--- src/pipe_ctrl_pkg.sv ---
package pipe_ctrl_pkg;

	// Data and address width of the core
	localparam int XLEN = 32;

	// Interrupt descriptor table layout
	localparam int IDT_ENTRIES = 64;
	localparam int ENTRY_W = 6;
	// Word 0 holds the configuration, word 1 the handler address
	localparam int IDT_STRIDE_BYTES = 8;

	// Load/store order codes, 00 byte, 01 half word, 10 word
	localparam logic [1:0] ORDER_WORD = 2'h2;

	// Shared encoding of the fetching units' request FSM
	localparam logic [1:0] UNIT_IDLE = 2'h0;
	localparam logic [1:0] UNIT_REQ = 2'h1;
	localparam logic [1:0] UNIT_WAIT = 2'h2;

	// Sequencer states
	typedef enum logic [2:0] {
		IDLE = 3'h0,
		JUMP_IRQ_CALL = 3'h1,
		JUMP = 3'h2,
		IRQ_CALL = 3'h3,
		IRQ_RETURN = 3'h4,
		IDT_SET = 3'h5,
		RELOAD = 3'h6
	} ctrl_state_e;

	// Descriptor word 0
	typedef struct packed {
		logic [XLEN-5:0] reserved;
		logic [1:0] level;
		logic valid;
		logic mask;
	} idt_config_t;

	// One memory word, read as configuration or as handler address
	typedef union packed {
		idt_config_t cfg;
		logic [XLEN-1:0] addr;
	} idt_word_u;

endpackage

--- src/ldst_if.sv ---
`timescale 1ns/1ps
`default_nettype none

interface ldst_if;

	// Request side, driven by the master
	logic use_port;
	logic req;
	logic [1:0] order;
	logic rw;
	logic [pipe_ctrl_pkg::XLEN-1:0] addr;
	logic [pipe_ctrl_pkg::XLEN-1:0] data;

	// Response side, driven by the arbiter
	logic busy;
	logic resp_valid;
	logic [pipe_ctrl_pkg::XLEN-1:0] resp_data;

	modport master (
		output use_port, req, order, rw, addr, data,
		input busy, resp_valid, resp_data
	);

	modport arbiter (
		input use_port, req, order, rw, addr, data,
		output busy, resp_valid, resp_data
	);

endinterface

`default_nettype wire

--- src/event_sequencer.sv ---
`timescale 1ns/1ps
`default_nettype none

module event_sequencer (
	input wire logic iCLOCK,
	input wire logic inRESET,
	// Execute stage
	input wire logic branch_valid,
	input wire logic reload_valid,
	input wire logic idts_valid,
	input wire logic ib_valid,
	input wire logic [pipe_ctrl_pkg::XLEN-1:0] jump_addr,
	// Interrupt request
	input wire logic irq_req,
	input wire logic irq_lock,
	input wire logic [pipe_ctrl_pkg::ENTRY_W-1:0] irq_num,
	input wire logic psr_ie,
	input wire logic [pipe_ctrl_pkg::XLEN-1:0] sysreg_pcr,
	input wire logic [pipe_ctrl_pkg::XLEN-1:0] sysreg_ppcr,
	// Units
	output logic vec_start,
	output logic [pipe_ctrl_pkg::ENTRY_W-1:0] vec_irq_num,
	input wire logic vec_done,
	input wire logic [pipe_ctrl_pkg::XLEN-1:0] handler_addr,
	output logic idt_start,
	input wire logic idt_done,
	ldst_if.arbiter vec_ldst,
	ldst_if.arbiter idt_ldst,
	// Shared load/store port
	output logic ldst_use,
	output logic ldst_req,
	input wire logic ldst_busy,
	output logic [1:0] ldst_order,
	output logic ldst_rw,
	output logic [pipe_ctrl_pkg::XLEN-1:0] ldst_addr,
	output logic [pipe_ctrl_pkg::XLEN-1:0] ldst_data,
	input wire logic ldst_resp_valid,
	input wire logic [pipe_ctrl_pkg::XLEN-1:0] ldst_resp_data,
	// Pipeline events and register updates
	output logic event_hold,
	output logic event_start,
	output logic event_irq_front2back,
	output logic event_irq_back2front,
	output logic event_end,
	output logic setreg_pcr_set,
	output logic [pipe_ctrl_pkg::XLEN-1:0] setreg_pcr,
	output logic setreg_ppcr_set,
	output logic [pipe_ctrl_pkg::XLEN-1:0] setreg_ppcr,
	output logic irq_ack
);

	pipe_ctrl_pkg::ctrl_state_e state;
	pipe_ctrl_pkg::ctrl_state_e next_state;
	logic idle;
	logic irq_ok;
	logic irq_next;
	logic ret_done;
	logic fin_irq;
	logic fin_any;

	assign idle = (state == pipe_ctrl_pkg::IDLE);
	assign irq_ok = irq_req && !irq_lock && psr_ie;

	always_comb begin
		next_state = state;
		case (state)
			pipe_ctrl_pkg::IDLE: begin
				if (irq_ok && branch_valid) next_state = pipe_ctrl_pkg::JUMP_IRQ_CALL;
				else if (irq_ok) next_state = pipe_ctrl_pkg::IRQ_CALL;
				else if (branch_valid) next_state = pipe_ctrl_pkg::JUMP;
				else if (reload_valid) next_state = pipe_ctrl_pkg::RELOAD;
				else if (idts_valid) next_state = pipe_ctrl_pkg::IDT_SET;
				else if (ib_valid) next_state = pipe_ctrl_pkg::IRQ_RETURN;
			end
			default: begin
				if (fin_any) next_state = pipe_ctrl_pkg::IDLE;
			end
		endcase
	end

	assign irq_next = (next_state == pipe_ctrl_pkg::JUMP_IRQ_CALL)
		|| (next_state == pipe_ctrl_pkg::IRQ_CALL);

	// Unit start strobes on the leaving edge
	assign vec_start = idle && irq_next;
	assign vec_irq_num = irq_num;
	assign idt_start = idle && (next_state == pipe_ctrl_pkg::IDT_SET);

	// End conditions
	assign fin_irq = ((state == pipe_ctrl_pkg::JUMP_IRQ_CALL)
		|| (state == pipe_ctrl_pkg::IRQ_CALL)) && vec_done;
	assign fin_any = fin_irq || (state == pipe_ctrl_pkg::JUMP)
		|| (state == pipe_ctrl_pkg::RELOAD)
		|| ((state == pipe_ctrl_pkg::IRQ_RETURN) && ret_done)
		|| ((state == pipe_ctrl_pkg::IDT_SET) && idt_done);

	// The loader owns the port whenever it holds use
	assign vec_ldst.busy = ldst_busy || idt_ldst.use_port;
	assign idt_ldst.busy = ldst_busy;
	assign vec_ldst.resp_valid = ldst_resp_valid && vec_ldst.use_port && !idt_ldst.use_port;
	assign idt_ldst.resp_valid = ldst_resp_valid && idt_ldst.use_port;
	assign vec_ldst.resp_data = ldst_resp_data;
	assign idt_ldst.resp_data = ldst_resp_data;

	always_comb begin
		ldst_req = 1'b0;
		ldst_order = 2'h0;
		ldst_rw = 1'b0;
		ldst_addr = '0;
		ldst_data = '0;
		if (idt_ldst.use_port) begin
			ldst_req = idt_ldst.req;
			ldst_order = idt_ldst.order;
			ldst_rw = idt_ldst.rw;
			ldst_addr = idt_ldst.addr;
			ldst_data = idt_ldst.data;
		end
		else if (vec_ldst.use_port) begin
			ldst_req = vec_ldst.req;
			ldst_order = vec_ldst.order;
			ldst_rw = vec_ldst.rw;
			ldst_addr = vec_ldst.addr;
			ldst_data = vec_ldst.data;
		end
	end

	assign ldst_use = idt_ldst.use_port || vec_ldst.use_port;

	always_ff @(posedge iCLOCK or negedge inRESET) begin
		if (!inRESET) begin
			state <= pipe_ctrl_pkg::IDLE;
			ret_done <= 1'b0;
			event_hold <= 1'b0;
			event_start <= 1'b0;
			event_irq_front2back <= 1'b0;
			event_irq_back2front <= 1'b0;
			event_end <= 1'b0;
			irq_ack <= 1'b0;
			setreg_ppcr_set <= 1'b0;
			setreg_pcr_set <= 1'b0;
			setreg_pcr <= '0;
		end
		else begin
			state <= next_state;
			// Interrupt return is a fixed one-cycle wait
			ret_done <= (state == pipe_ctrl_pkg::IRQ_RETURN) && !ret_done;
			if (idle) begin
				event_hold <= (next_state != pipe_ctrl_pkg::IDLE);
			end
			event_start <= idle && (next_state != pipe_ctrl_pkg::IDLE);
			event_irq_front2back <= idle && irq_next;
			event_irq_back2front <= idle && (next_state == pipe_ctrl_pkg::IRQ_RETURN);
			event_end <= fin_any;
			irq_ack <= fin_irq;
			setreg_ppcr_set <= fin_irq;
			if (idle && ((next_state == pipe_ctrl_pkg::JUMP)
				|| (next_state == pipe_ctrl_pkg::RELOAD)
				|| (next_state == pipe_ctrl_pkg::IDT_SET))) begin
				setreg_pcr_set <= 1'b1;
				setreg_pcr <= jump_addr;
			end
			else if (idle && (next_state == pipe_ctrl_pkg::IRQ_RETURN)) begin
				setreg_pcr_set <= 1'b1;
				setreg_pcr <= sysreg_ppcr;
			end
			else if (fin_irq) begin
				setreg_pcr_set <= 1'b1;
				setreg_pcr <= handler_addr;
			end
			else if (idle) begin
				setreg_pcr_set <= 1'b0;
				setreg_pcr <= '0;
			end
		end
	end

	// PCR of the interrupted program
	always_ff @(posedge iCLOCK or negedge inRESET) begin
		if (!inRESET) begin
			setreg_ppcr <= '0;
		end
		else begin
			setreg_ppcr <= sysreg_pcr;
		end
	end

	a_single_master: assert property (@(posedge iCLOCK) disable iff (!inRESET)
		!(vec_ldst.use_port && idt_ldst.use_port));

	// Unit done pulses only while the sequencer waits for them
	a_vec_done_waited: assert property (@(posedge iCLOCK) disable iff (!inRESET)
		vec_done |-> ((state == pipe_ctrl_pkg::JUMP_IRQ_CALL)
		|| (state == pipe_ctrl_pkg::IRQ_CALL)));

	a_idt_done_waited: assert property (@(posedge iCLOCK) disable iff (!inRESET)
		idt_done |-> (state == pipe_ctrl_pkg::IDT_SET));

endmodule

`default_nettype wire

--- src/idt_loader.sv ---
`timescale 1ns/1ps
`default_nettype none

module idt_loader (
	input wire logic iCLOCK,
	input wire logic inRESET,
	input wire logic start,
	input wire logic [pipe_ctrl_pkg::XLEN-1:0] idtr,
	output logic done,
	output logic ict_req,
	output logic [pipe_ctrl_pkg::ENTRY_W-1:0] ict_entry,
	output logic ict_mask,
	output logic ict_valid,
	output logic [1:0] ict_level,
	ldst_if.master ldst
);

	logic [1:0] state;
	logic [pipe_ctrl_pkg::ENTRY_W-1:0] entry;
	logic [pipe_ctrl_pkg::XLEN-1:0] base;
	logic last_entry;
	logic resp_hit;
	pipe_ctrl_pkg::idt_word_u word;

	assign word = ldst.resp_data;
	assign last_entry = (entry == pipe_ctrl_pkg::IDT_ENTRIES - 1);
	assign resp_hit = (state == pipe_ctrl_pkg::UNIT_WAIT) && ldst.resp_valid;

	// Word 0 of the current descriptor
	assign ldst.use_port = (state != pipe_ctrl_pkg::UNIT_IDLE);
	assign ldst.req = (state == pipe_ctrl_pkg::UNIT_REQ) && !ldst.busy;
	assign ldst.order = pipe_ctrl_pkg::ORDER_WORD;
	assign ldst.rw = 1'b0;
	assign ldst.addr = base + entry * pipe_ctrl_pkg::IDT_STRIDE_BYTES;
	assign ldst.data = '0;

	always_ff @(posedge iCLOCK or negedge inRESET) begin
		if (!inRESET) begin
			state <= pipe_ctrl_pkg::UNIT_IDLE;
			entry <= '0;
			done <= 1'b0;
			ict_req <= 1'b0;
		end
		else begin
			done <= 1'b0;
			ict_req <= resp_hit;
			case (state)
				pipe_ctrl_pkg::UNIT_IDLE: begin
					if (start) begin
						entry <= '0;
						state <= pipe_ctrl_pkg::UNIT_REQ;
					end
				end
				pipe_ctrl_pkg::UNIT_REQ: begin
					if (!ldst.busy) begin
						state <= pipe_ctrl_pkg::UNIT_WAIT;
					end
				end
				pipe_ctrl_pkg::UNIT_WAIT: begin
					if (ldst.resp_valid) begin
						if (last_entry) begin
							// Done goes out with the last table update
							done <= 1'b1;
							state <= pipe_ctrl_pkg::UNIT_IDLE;
						end
						else begin
							entry <= entry + 1'b1;
							state <= pipe_ctrl_pkg::UNIT_REQ;
						end
					end
				end
				default: begin
					state <= pipe_ctrl_pkg::UNIT_IDLE;
				end
			endcase
		end
	end

	always_ff @(posedge iCLOCK or negedge inRESET) begin
		if (!inRESET) begin
			base <= '0;
			ict_entry <= '0;
			ict_mask <= 1'b0;
			ict_valid <= 1'b0;
			ict_level <= 2'h0;
		end
		else begin
			if (start && (state == pipe_ctrl_pkg::UNIT_IDLE)) begin
				base <= idtr;
			end
			if (resp_hit) begin
				ict_entry <= entry;
				ict_mask <= word.cfg.mask;
				ict_valid <= word.cfg.valid;
				ict_level <= word.cfg.level;
			end
		end
	end

	// Memory answers only the one outstanding read
	a_resp_while_waiting: assert property (@(posedge iCLOCK) disable iff (!inRESET)
		ldst.resp_valid |-> (state == pipe_ctrl_pkg::UNIT_WAIT));

endmodule

`default_nettype wire

--- src/irq_vector_fetch.sv ---
`timescale 1ns/1ps
`default_nettype none

module irq_vector_fetch (
	input wire logic iCLOCK,
	input wire logic inRESET,
	input wire logic start,
	input wire logic [pipe_ctrl_pkg::ENTRY_W-1:0] irq_num,
	input wire logic [pipe_ctrl_pkg::XLEN-1:0] idtr,
	output logic done,
	output logic [pipe_ctrl_pkg::XLEN-1:0] handler_addr,
	ldst_if.master ldst
);

	logic [1:0] state;
	logic [pipe_ctrl_pkg::XLEN-1:0] addr_q;
	pipe_ctrl_pkg::idt_word_u word;

	assign word = ldst.resp_data;

	// Read only, one word at a time
	assign ldst.use_port = (state != pipe_ctrl_pkg::UNIT_IDLE);
	assign ldst.req = (state == pipe_ctrl_pkg::UNIT_REQ) && !ldst.busy;
	assign ldst.order = pipe_ctrl_pkg::ORDER_WORD;
	assign ldst.rw = 1'b0;
	assign ldst.addr = addr_q;
	assign ldst.data = '0;

	always_ff @(posedge iCLOCK or negedge inRESET) begin
		if (!inRESET) begin
			state <= pipe_ctrl_pkg::UNIT_IDLE;
			done <= 1'b0;
		end
		else begin
			done <= 1'b0;
			case (state)
				pipe_ctrl_pkg::UNIT_IDLE: begin
					if (start) begin
						state <= pipe_ctrl_pkg::UNIT_REQ;
					end
				end
				pipe_ctrl_pkg::UNIT_REQ: begin
					if (!ldst.busy) begin
						state <= pipe_ctrl_pkg::UNIT_WAIT;
					end
				end
				pipe_ctrl_pkg::UNIT_WAIT: begin
					if (ldst.resp_valid) begin
						state <= pipe_ctrl_pkg::UNIT_IDLE;
						done <= 1'b1;
					end
				end
				default: begin
					state <= pipe_ctrl_pkg::UNIT_IDLE;
				end
			endcase
		end
	end

	always_ff @(posedge iCLOCK or negedge inRESET) begin
		if (!inRESET) begin
			addr_q <= '0;
			handler_addr <= '0;
		end
		else begin
			// Word 1 of the selected descriptor
			if (start && (state == pipe_ctrl_pkg::UNIT_IDLE)) begin
				addr_q <= idtr + irq_num * pipe_ctrl_pkg::IDT_STRIDE_BYTES
					+ pipe_ctrl_pkg::XLEN / 8;
			end
			if ((state == pipe_ctrl_pkg::UNIT_WAIT) && ldst.resp_valid) begin
				handler_addr <= word.addr;
			end
		end
	end

	// The sequencer only starts a fetch when the unit is free
	a_start_when_idle: assert property (@(posedge iCLOCK) disable iff (!inRESET)
		start |-> (state == pipe_ctrl_pkg::UNIT_IDLE));

endmodule

`default_nettype wire

--- src/pipeline_control.sv ---
`timescale 1ns/1ps
`default_nettype none

module pipeline_control (
	input wire logic iCLOCK,
	input wire logic inRESET,
	// Core internal events
	output logic event_hold,
	output logic event_start,
	output logic event_irq_front2back,
	output logic event_irq_back2front,
	output logic event_end,
	// System register updates
	output logic setreg_pcr_set,
	output logic setreg_ppcr_set,
	output logic [pipe_ctrl_pkg::XLEN-1:0] setreg_pcr,
	output logic [pipe_ctrl_pkg::XLEN-1:0] setreg_ppcr,
	// System register inputs
	input wire logic [pipe_ctrl_pkg::XLEN-1:0] sysreg_psr,
	input wire logic [pipe_ctrl_pkg::XLEN-1:0] sysreg_pcr,
	input wire logic [pipe_ctrl_pkg::XLEN-1:0] sysreg_ppcr,
	input wire logic [pipe_ctrl_pkg::XLEN-1:0] sysreg_idtr,
	// Load/store port
	output logic ldst_use,
	output logic ldst_req,
	input wire logic ldst_busy,
	output logic [1:0] ldst_order,
	output logic ldst_rw,
	output logic [pipe_ctrl_pkg::XLEN-1:0] ldst_addr,
	output logic [pipe_ctrl_pkg::XLEN-1:0] ldst_data,
	input wire logic ldst_resp_valid,
	input wire logic [pipe_ctrl_pkg::XLEN-1:0] ldst_resp_data,
	// Interrupt configuration table
	output logic ict_req,
	output logic [pipe_ctrl_pkg::ENTRY_W-1:0] ict_entry,
	output logic ict_conf_mask,
	output logic ict_conf_valid,
	output logic [1:0] ict_conf_level,
	// Interrupt request
	input wire logic irq_req,
	input wire logic irq_lock,
	input wire logic [pipe_ctrl_pkg::ENTRY_W-1:0] irq_num,
	output logic irq_ack,
	// Execute stage
	input wire logic [pipe_ctrl_pkg::XLEN-1:0] exe_jump_addr,
	input wire logic exe_branch_valid,
	input wire logic exe_idts_valid,
	input wire logic exe_ib_valid,
	input wire logic exe_reload_valid
);

	logic vec_start;
	logic [pipe_ctrl_pkg::ENTRY_W-1:0] vec_irq_num;
	logic vec_done;
	logic [pipe_ctrl_pkg::XLEN-1:0] handler_addr;
	logic idt_start;
	logic idt_done;

	ldst_if vec_ldst ();
	ldst_if idt_ldst ();

	irq_vector_fetch vec_fetch_i (
		.iCLOCK(iCLOCK), .inRESET(inRESET),
		.start(vec_start), .irq_num(vec_irq_num), .idtr(sysreg_idtr),
		.done(vec_done), .handler_addr(handler_addr), .ldst(vec_ldst)
	);

	idt_loader idt_loader_i (
		.iCLOCK(iCLOCK), .inRESET(inRESET),
		.start(idt_start), .idtr(sysreg_idtr), .done(idt_done),
		.ict_req(ict_req), .ict_entry(ict_entry), .ict_mask(ict_conf_mask),
		.ict_valid(ict_conf_valid), .ict_level(ict_conf_level), .ldst(idt_ldst)
	);

	event_sequencer sequencer_i (
		.iCLOCK(iCLOCK), .inRESET(inRESET),
		.branch_valid(exe_branch_valid), .reload_valid(exe_reload_valid),
		.idts_valid(exe_idts_valid), .ib_valid(exe_ib_valid), .jump_addr(exe_jump_addr),
		.irq_req(irq_req), .irq_lock(irq_lock), .irq_num(irq_num),
		// Interrupt enable lives in PSR bit 2
		.psr_ie(sysreg_psr[2]),
		.sysreg_pcr(sysreg_pcr), .sysreg_ppcr(sysreg_ppcr),
		.vec_start(vec_start), .vec_irq_num(vec_irq_num),
		.vec_done(vec_done), .handler_addr(handler_addr),
		.idt_start(idt_start), .idt_done(idt_done),
		.vec_ldst(vec_ldst), .idt_ldst(idt_ldst),
		.ldst_use(ldst_use), .ldst_req(ldst_req), .ldst_busy(ldst_busy),
		.ldst_order(ldst_order), .ldst_rw(ldst_rw), .ldst_addr(ldst_addr),
		.ldst_data(ldst_data), .ldst_resp_valid(ldst_resp_valid),
		.ldst_resp_data(ldst_resp_data),
		.event_hold(event_hold), .event_start(event_start),
		.event_irq_front2back(event_irq_front2back),
		.event_irq_back2front(event_irq_back2front), .event_end(event_end),
		.setreg_pcr_set(setreg_pcr_set), .setreg_pcr(setreg_pcr),
		.setreg_ppcr_set(setreg_ppcr_set), .setreg_ppcr(setreg_ppcr),
		.irq_ack(irq_ack)
	);

endmodule

`default_nettype wire

--- config.mk ---
export PLATFORM = sky130hd
export DESIGN_NAME = pipeline_control
export DESIGN_NICKNAME = d
export VERILOG_FILES = /design/src/pipe_ctrl_pkg.sv /design/src/ldst_if.sv /design/src/event_sequencer.sv /design/src/idt_loader.sv /design/src/irq_vector_fetch.sv /design/src/pipeline_control.sv
export SDC_FILE = /design/constraint.sdc
export NUM_CORES = 1
export LEC_CHECK = 0
export BUFFER_PORTS_ARGS = -buffer_cell sky130_fd_sc_hd__buf_2
export CORE_MARGIN = 2
export CORE_UTILIZATION = 50
export DETAILED_ROUTE_END_ITERATION = 16
export GPL_TIMING_DRIVEN = 1
export PLACE_DENSITY = 0.8
export SYNTH_ARGS = -nofsm -noshare
export SYNTH_HDL_FRONTEND = slang
export SYNTH_SLANG_ARGS = --single-unit
--- constraint.sdc ---
create_clock -name iCLOCK -period 2.9 [get_ports iCLOCK]
set_input_delay 0.145 -clock iCLOCK [delete_from_list [all_inputs] [get_ports iCLOCK]]
set_output_delay 0.145 -clock iCLOCK [all_outputs]
set_load 0.005 [all_outputs]
; ---- After elaboration in Yosys (flattened, before gate mapping)
; Cells that the tools add are included.
[op_classes]
muxes = 40
addsub = 4
eq_ne = 24
n_reduce_logical = 47
[ops]
columns = op, count
row1 = 2-to-1 mux 32 bit, 6
row2 = adder 32 x 9 -> 32 bit, 2
row3 = adder 32 x 3 -> 32 bit (second input constant), 1
row4 = 2-to-1 mux 3 bit, 8
row5 = logical AND 1 bit, 21
row6 = equality test 3 bit (second input constant), 6
row7 = 2-to-1 mux 6 bit, 3
row8 = 2-to-1 mux 2 bit, 8
row9 = equality test 3 x 2 -> 1 bit (second input constant), 4
row10 = 2-to-1 mux 1 bit, 12
row11 = case mux 2 bit (3 select lines), 2
row12 = case mux 6 bit (2 select lines), 1
row13 = logical OR 1 bit, 10
row14 = inequality test 2 x 1 -> 1 bit (second input constant), 4
row15 = adder 6 x 1 -> 6 bit (second input constant), 1
row16 = equality test 3 x 1 -> 1 bit (second input constant), 2
row17 = equality test 6 bit (second input constant), 1
row18 = inequality test 2 bit (second input constant), 3
row19 = AND reduction 3 bit, 2
row20 = nonzero test 2 bit, 3
row21 = logical NOT 1 bit, 5
row22 = equality test 2 x 1 -> 1 bit (second input constant), 2
row23 = equality test 2 bit (second input constant), 2
row24 = logical NOT 2 bit, 2
row25 = other kinds (4), 4
[word_totals]
input_bits = 208
out_inout_bits = 152
reg_bits = 194
wordCells = 139

; ---- Depth between registers and ports, before layout
[logic_depth]
word_depth = 14
mapped_depth = 9
depth_no_buf = 8

; ---- Hierarchy
; From an unflattened synthesis, not the netlist that was laid out.
[unflattened]
hier_cells = 1195
area_unflattened_um2 = 10913.0
[by_module_without_submodules]
columns = mod, cells_each, area_each_um2, n_inst, seq_area_each_um2
row1 = event_sequencer, 432, 4286.6, 1, 1876.8
row2 = irq_vector_fetch, 401, 3517.1, 1, 1676.6
row3 = idt_loader, 362, 3109.2, 1, 1301.2

; ---- Least setup slack after synthesis
; No wires, ideal clock.
[synth_timing]
path_type = reg2out
from = reg idt_loader_i.entry[0] (netlist name)
to = out ldst_addr[23] (netlist name)
t_arrival_ns = 2.294
t_required_ns = 2.755
setup_slack_ns = 0.461
path_stages_with_launch = 10
cell_sequence = dfrtp_1 ha_1 inv_1 fa_1 nor2b_1 o31ai_1 a21o_1 clkbuf_1 or4_1 nand3_1
[synth_between]
elab_chain_len = 2
[synth_lines]
columns = item, line
row1 = from (decl), idt_loader.sv:19  ; logic [pipe_ctrl_pkg::ENTRY_W-1:0] entry;
row2 = from (signal assigned), idt_loader.sv:67  ; entry <= entry + 1'b1;
row3 = adder 32 x 9 -> 32 bit, idt_loader.sv:34  ; assign ldst.addr = base + entry * pipe_ctrl_pkg::IDT_STRIDE_BYTES;
row4 = 2-to-1 mux 32 bit, event_sequencer.sv:111  ; if (idt_ldst.use_port) begin
row5 = to (decl), pipeline_control.sv:29  ; output logic [pipe_ctrl_pkg::XLEN-1:0] ldst_addr,
; Every way passes these cells.

; ---- Worst setup path in the final report
[layout_timing]
from = reg idt_loader_i.base[3] (netlist name)
to = out ldst_addr[19] (netlist name)
[layout_between]
elab_chain_len = 2
[layout_lines]
columns = item, line
row1 = from (decl), idt_loader.sv:20  ; logic [pipe_ctrl_pkg::XLEN-1:0] base;
row2 = from (signal assigned), idt_loader.sv:89  ; base <= idtr;
row3 = adder 32 x 9 -> 32 bit, idt_loader.sv:34
row4 = 2-to-1 mux 32 bit, event_sequencer.sv:111
; Every way passes these cells.

==> results.rst <==
.. list-table::
   :header-rows: 1

   * - Metric
     - Value
   * - Critical path startpoint category
     - register
   * - Net load switching power
     - 4.57 mW
   * - NumNets Final
     - 1,635
   * - Count of clock tree sinks
     - 194
   * - Post-synthesis instance area
     - 10,000 um^2
   * - Fraction of power spent switching nets
     - 0.394
   * - Cell Pwr Density
     - 871 nW/um^2
   * - Fraction of power consumed by the clock network
     - 0.199
   * - Clock-pin slew on the worst setup and hold paths
     - around 0.080 ns
   * - Crit path launch
     - idt_loader_i.base[3]
   * - Most frequent cell after synthesis
     - nand2_1
   * - Maximum clock rate
     - 343 MHz
   * - Run status
     - finished, violations left
   * - Floorplan die height
     - 146 um
   * - Share of synthesized area spent on multiplexers
     - 0.0425
   * - Last weighted congestion value of the routability-driven placer
     - slightly below 0.9
   * - Area inside the core boundary
     - between 15,000 and 20,000 um^2
   * - Number of warnings reported in the yosys synthesis log
     - 0
   * - Hold slack
     - 0.00785 ns
   * - Top fanout value on the critical path
     - 6
   * - Ports
     - 360
   * - Layout cells sized above 1
     - 0.291
   * - Cell type with the largest total area after synthesis
     - dfrtp_1
   * - Drt via density
     - between 5 and 6
   * - Overall power consumption
     - 11.6 mW
   * - Total length of routed met2 wires
     - 15.7 mm
   * - Number of buffers added by the clock tree synthesis step
     - 17
   * - Routed via count
     - 9,751
   * - Drt wl/cell
     - 18.5 um
   * - Gate count of the mapped netlist
     - around 1,000
   * - Effective utilization at floorplan
     - 0.512
   * - Fraction of registers with async set or reset after synthesis
     - 1.00
   * - Worst EP required
     - about 2.8 ns
   * - Share of synthesized cell area in full adder, half adder and majority cells
     - 0.0202
   * - Remaining global-route overflow
     - 0
   * - Number of global-route vias before repair
     - 9,711
   * - Global-route wire length before repair
     - roughly 50 mm
   * - Max Clock Skew
     - 0.0128 ns
   * - Class of the tightest hold or removal check
     - input pin to register
   * - Startpoint of the worst register-to-register path
     - sequencer_i.state[2]
   * - Number of synthesized register bits
     - 194
   * - Final ANT Viol Nets
     - 0
   * - DRC
     - 0
   * - Core Rows
     - 51
   * - Clock tree from TritonCTS
     - built
   * - Post-route fraction of the period consumed by the critical path
     - 1.00
   * - Count of buffers inserted at the top-level ports
     - 294
   * - Clock insertion delay at the later pin of the skew report
     - 0.44 ns
   * - Post-Syn Area per Cell
     - a little under 10 um^2
   * - Post-synthesis cell type count
     - 64
   * - Largest net degree at the start of global routing
     - 85
   * - Number of search-and-repair iterations in the first detailed-routing pass
     - 7
   * - Layout fillers
     - between 1,500 and 2,000
   * - Pre-CTS setup slack
     - 0.241 ns
   * - Biggest cell delay along the critical path
     - 0.66 ns
   * - Most used flip-flop cell after synthesis
     - dfrtp_1
   * - HPWL after detailed placement
     - 20.6 mm
   * - Post-route setup slack
     - -0.0120 ns
   * - Antenna violations before repair
     - 3
   * - Area share of the largest cell type after synthesis
     - 0.484
   * - Register-to-Register Setup Slack
     - 0.36 ns
   * - Setup repair bufs after CTS
     - 0
   * - Synthesized-area fraction occupied by ao, oa, aoi and oai cells
     - 0.166
   * - Post-synth EDFFs
     - 0
   * - Number of cell instances on the worst register-to-register path
     - 5
   * - Routed WL
     - 31.3 mm
   * - Slowest cell on the critical path
     - a2111oi_1
   * - Xor and xnor area share after synthesis
     - 0.0236
   * - Final number of hold-violating endpoints
     - 0
   * - Max-slew headroom at the worst pin
     - 0.262
   * - Synth Area in Simple Gates
     - 0.203
   * - Top post-synthesis cells by area
     - dfrtp_1, nand2_1, a311oi_2, mux2_1, nand4_1
   * - Dominant combinational cell family by area after synthesis
     - simple AND/OR/NAND/NOR gates
   * - Number of max-capacitance violations reported
     - 0
   * - Worst path arrival time
     - about 2.8 ns
   * - Buffer depth of the longest clock path
     - 2
   * - Sequential area share after synthesis
     - 0.484
   * - Worst r2r dst
     - sequencer_i.setreg_pcr[4]
   * - Met3 wire len
     - 2.29 mm
   * - Hold Path Depth
     - 3
   * - Setup total negative slack
     - -0.0120 ns
   * - Worst supply voltage drop on vdd
     - 0.000467 V
   * - Post-Route Utilization
     - 0.680
   * - Clock root buffer
     - clkbuf_16
   * - Pleak
     - 6.22 nW
   * - Unrepaired setup endpoints after global routing
     - yes
   * - Width of the die
     - 146 um
   * - Top post-synthesis cells by count
     - nand2_1, dfrtp_1, nor2_1, clkbuf_1, o21ai_0
   * - Wire length the detailed router placed on met1
     - 12.0 mm
   * - Overall fraction of global-route tracks in use
     - 0.290
   * - Violated checks
     - negative setup slack
   * - Maximum level of the CTS H-tree
     - 4
   * - Critical path class
     - register to primary output
   * - Final number of setup-violating endpoints
     - 1
   * - Capture point of the critical path
     - ldst_addr[19]
   * - Sequential Power Share
     - 0.386
   * - Internal cell power
     - 7.03 mW
   * - Final critical path time including I/O delays and setup
     - 2.91 ns
   * - Kind of end point of the critical path
     - primary output
   * - Top sig layer
     - met4
   * - Synthesis-to-layout area growth
     - 32.7%
   * - Series of cell instances along the critical path
     - ha_2, inv_2, fa_2, nor2b_4, o31ai_4, a2111oi_1, xnor2_1, o21ai_0, buf_2
   * - Combinational fraction of design power
     - 0.415
   * - Die outline area
     - 21,200 um^2
   * - Worst Max-Slew Pin Slew
     - 1.10 ns
   * - Max-slew violation count
     - 0
   * - Number of DRC markers after the initial detailed-route iteration
     - 757
[state kept, by name, indices dropped and copies added (netlist names), 3 cells and up]
register,count
idt_loader_i.base,32
sequencer_i.setreg_pcr,32
sequencer_i.setreg_ppcr,32
vec_fetch_i.handler_addr,32
vec_fetch_i.ldst.addr,32
idt_loader_i.entry,6
idt_loader_i.ict_entry,6
sequencer_i.state,3
[worst max-delay path: cells and delay by family (launching register included)]
kind / cells / cell delay (ns)
xor+xnor: 1 / 0.19
compound gates: 3 / 0.87
fa+ha+maj: 2 / 0.58
simple gates: 1 / 0.15
buf+inv: 2 / 0.18
flops: 1 / 0.36
[layout by cell type (no fill, tap or decap), drive strengths merged, types with 33 or more instances in the layout]
master and count:
conb 34, nand2 207, nor2 70, mux2 37, a311oi 33, buf 323, dfrtp 194, o21ai 53
dlygate4sd3 94, nand4 46, a21oi 40
[layout make-up]
| class | count | area, um^2 | area share |
|---|---|---|---|
| sequential | 194 | 4850 | 0.365 |
| multi-input combinational | 764 | 4810 | 0.361 |
| timing repair buffer | 418 | 2680 | 0.202 |
| clock buffer | 17 | 425 | 0.0319 |
| tap | 265 | 332 | 0.0249 |
| clock inverter | 14 | 146 | 0.0110 |
| inverter | 17 | 63.8 | 0.00479 |
| antenna | 2 | 5.00 | 0.000376 |
[what timing repair did]
item | CTS | global route
hold endpoints to repair | 182 | 0
hold buffers | 94 | 0
resized for setup | 9 | 9
pin swaps | 1 | 1
cloned | 1 | 0
endpoints found under the setup margin | 14 | 13
[power by group through the flow]
stage	clock, mW	sequential (mW)	combinational [mW]
after floorplan	0	4.33	2.97
after global placement	0	4.44	4.44
after detailed placement	0	4.49	4.56
after CTS	2.34	4.44	4.73
after global routing	2.47	4.61	5.28
final	2.31	4.48	4.81
[metrics by stage]
step / instance area, um^2 / cells
4_1_cts: 13300 / 1689
2_1_floorplan: 10200 / 1072
6_report: 13300 / 1691
3_5_place_dp: 11700 / 1563
3_3_place_gp: 11700 / 1563
5_1_grt: 13300 / 1691
[metal layers]
layer	GRT usage	vias up
li1	-	4415
met1	0.352	4702
met2	0.490	525
met3	0.0611	109
met4	0.147	0
met5	0	-
[cell families after synthesis]
logic type,Yosys count
flops,194
simple gates,434
fa+ha+maj,15
compound gates,215
xor+xnor,27
mux,38
other cells,1
buf+inv,115
[worst min-delay path by stage]
stage / startpoint / endpoint / slack, ns
floorplan: inRESET / idt_loader_i.base[0] / -0.15
global placement: inRESET / sequencer_i.setreg_pcr[7] / 0.24
detailed placement: inRESET / sequencer_i.setreg_pcr[7] / 0.24
CTS: sysreg_ppcr[30] / sequencer_i.setreg_pcr[30] / 0.0001
global route: sysreg_ppcr[21] / sequencer_i.setreg_pcr[21] / 0.001
finish: sysreg_ppcr[1] / sequencer_i.setreg_pcr[1] / 0.008
Note: power is estimated with default switching activity, not from simulation.
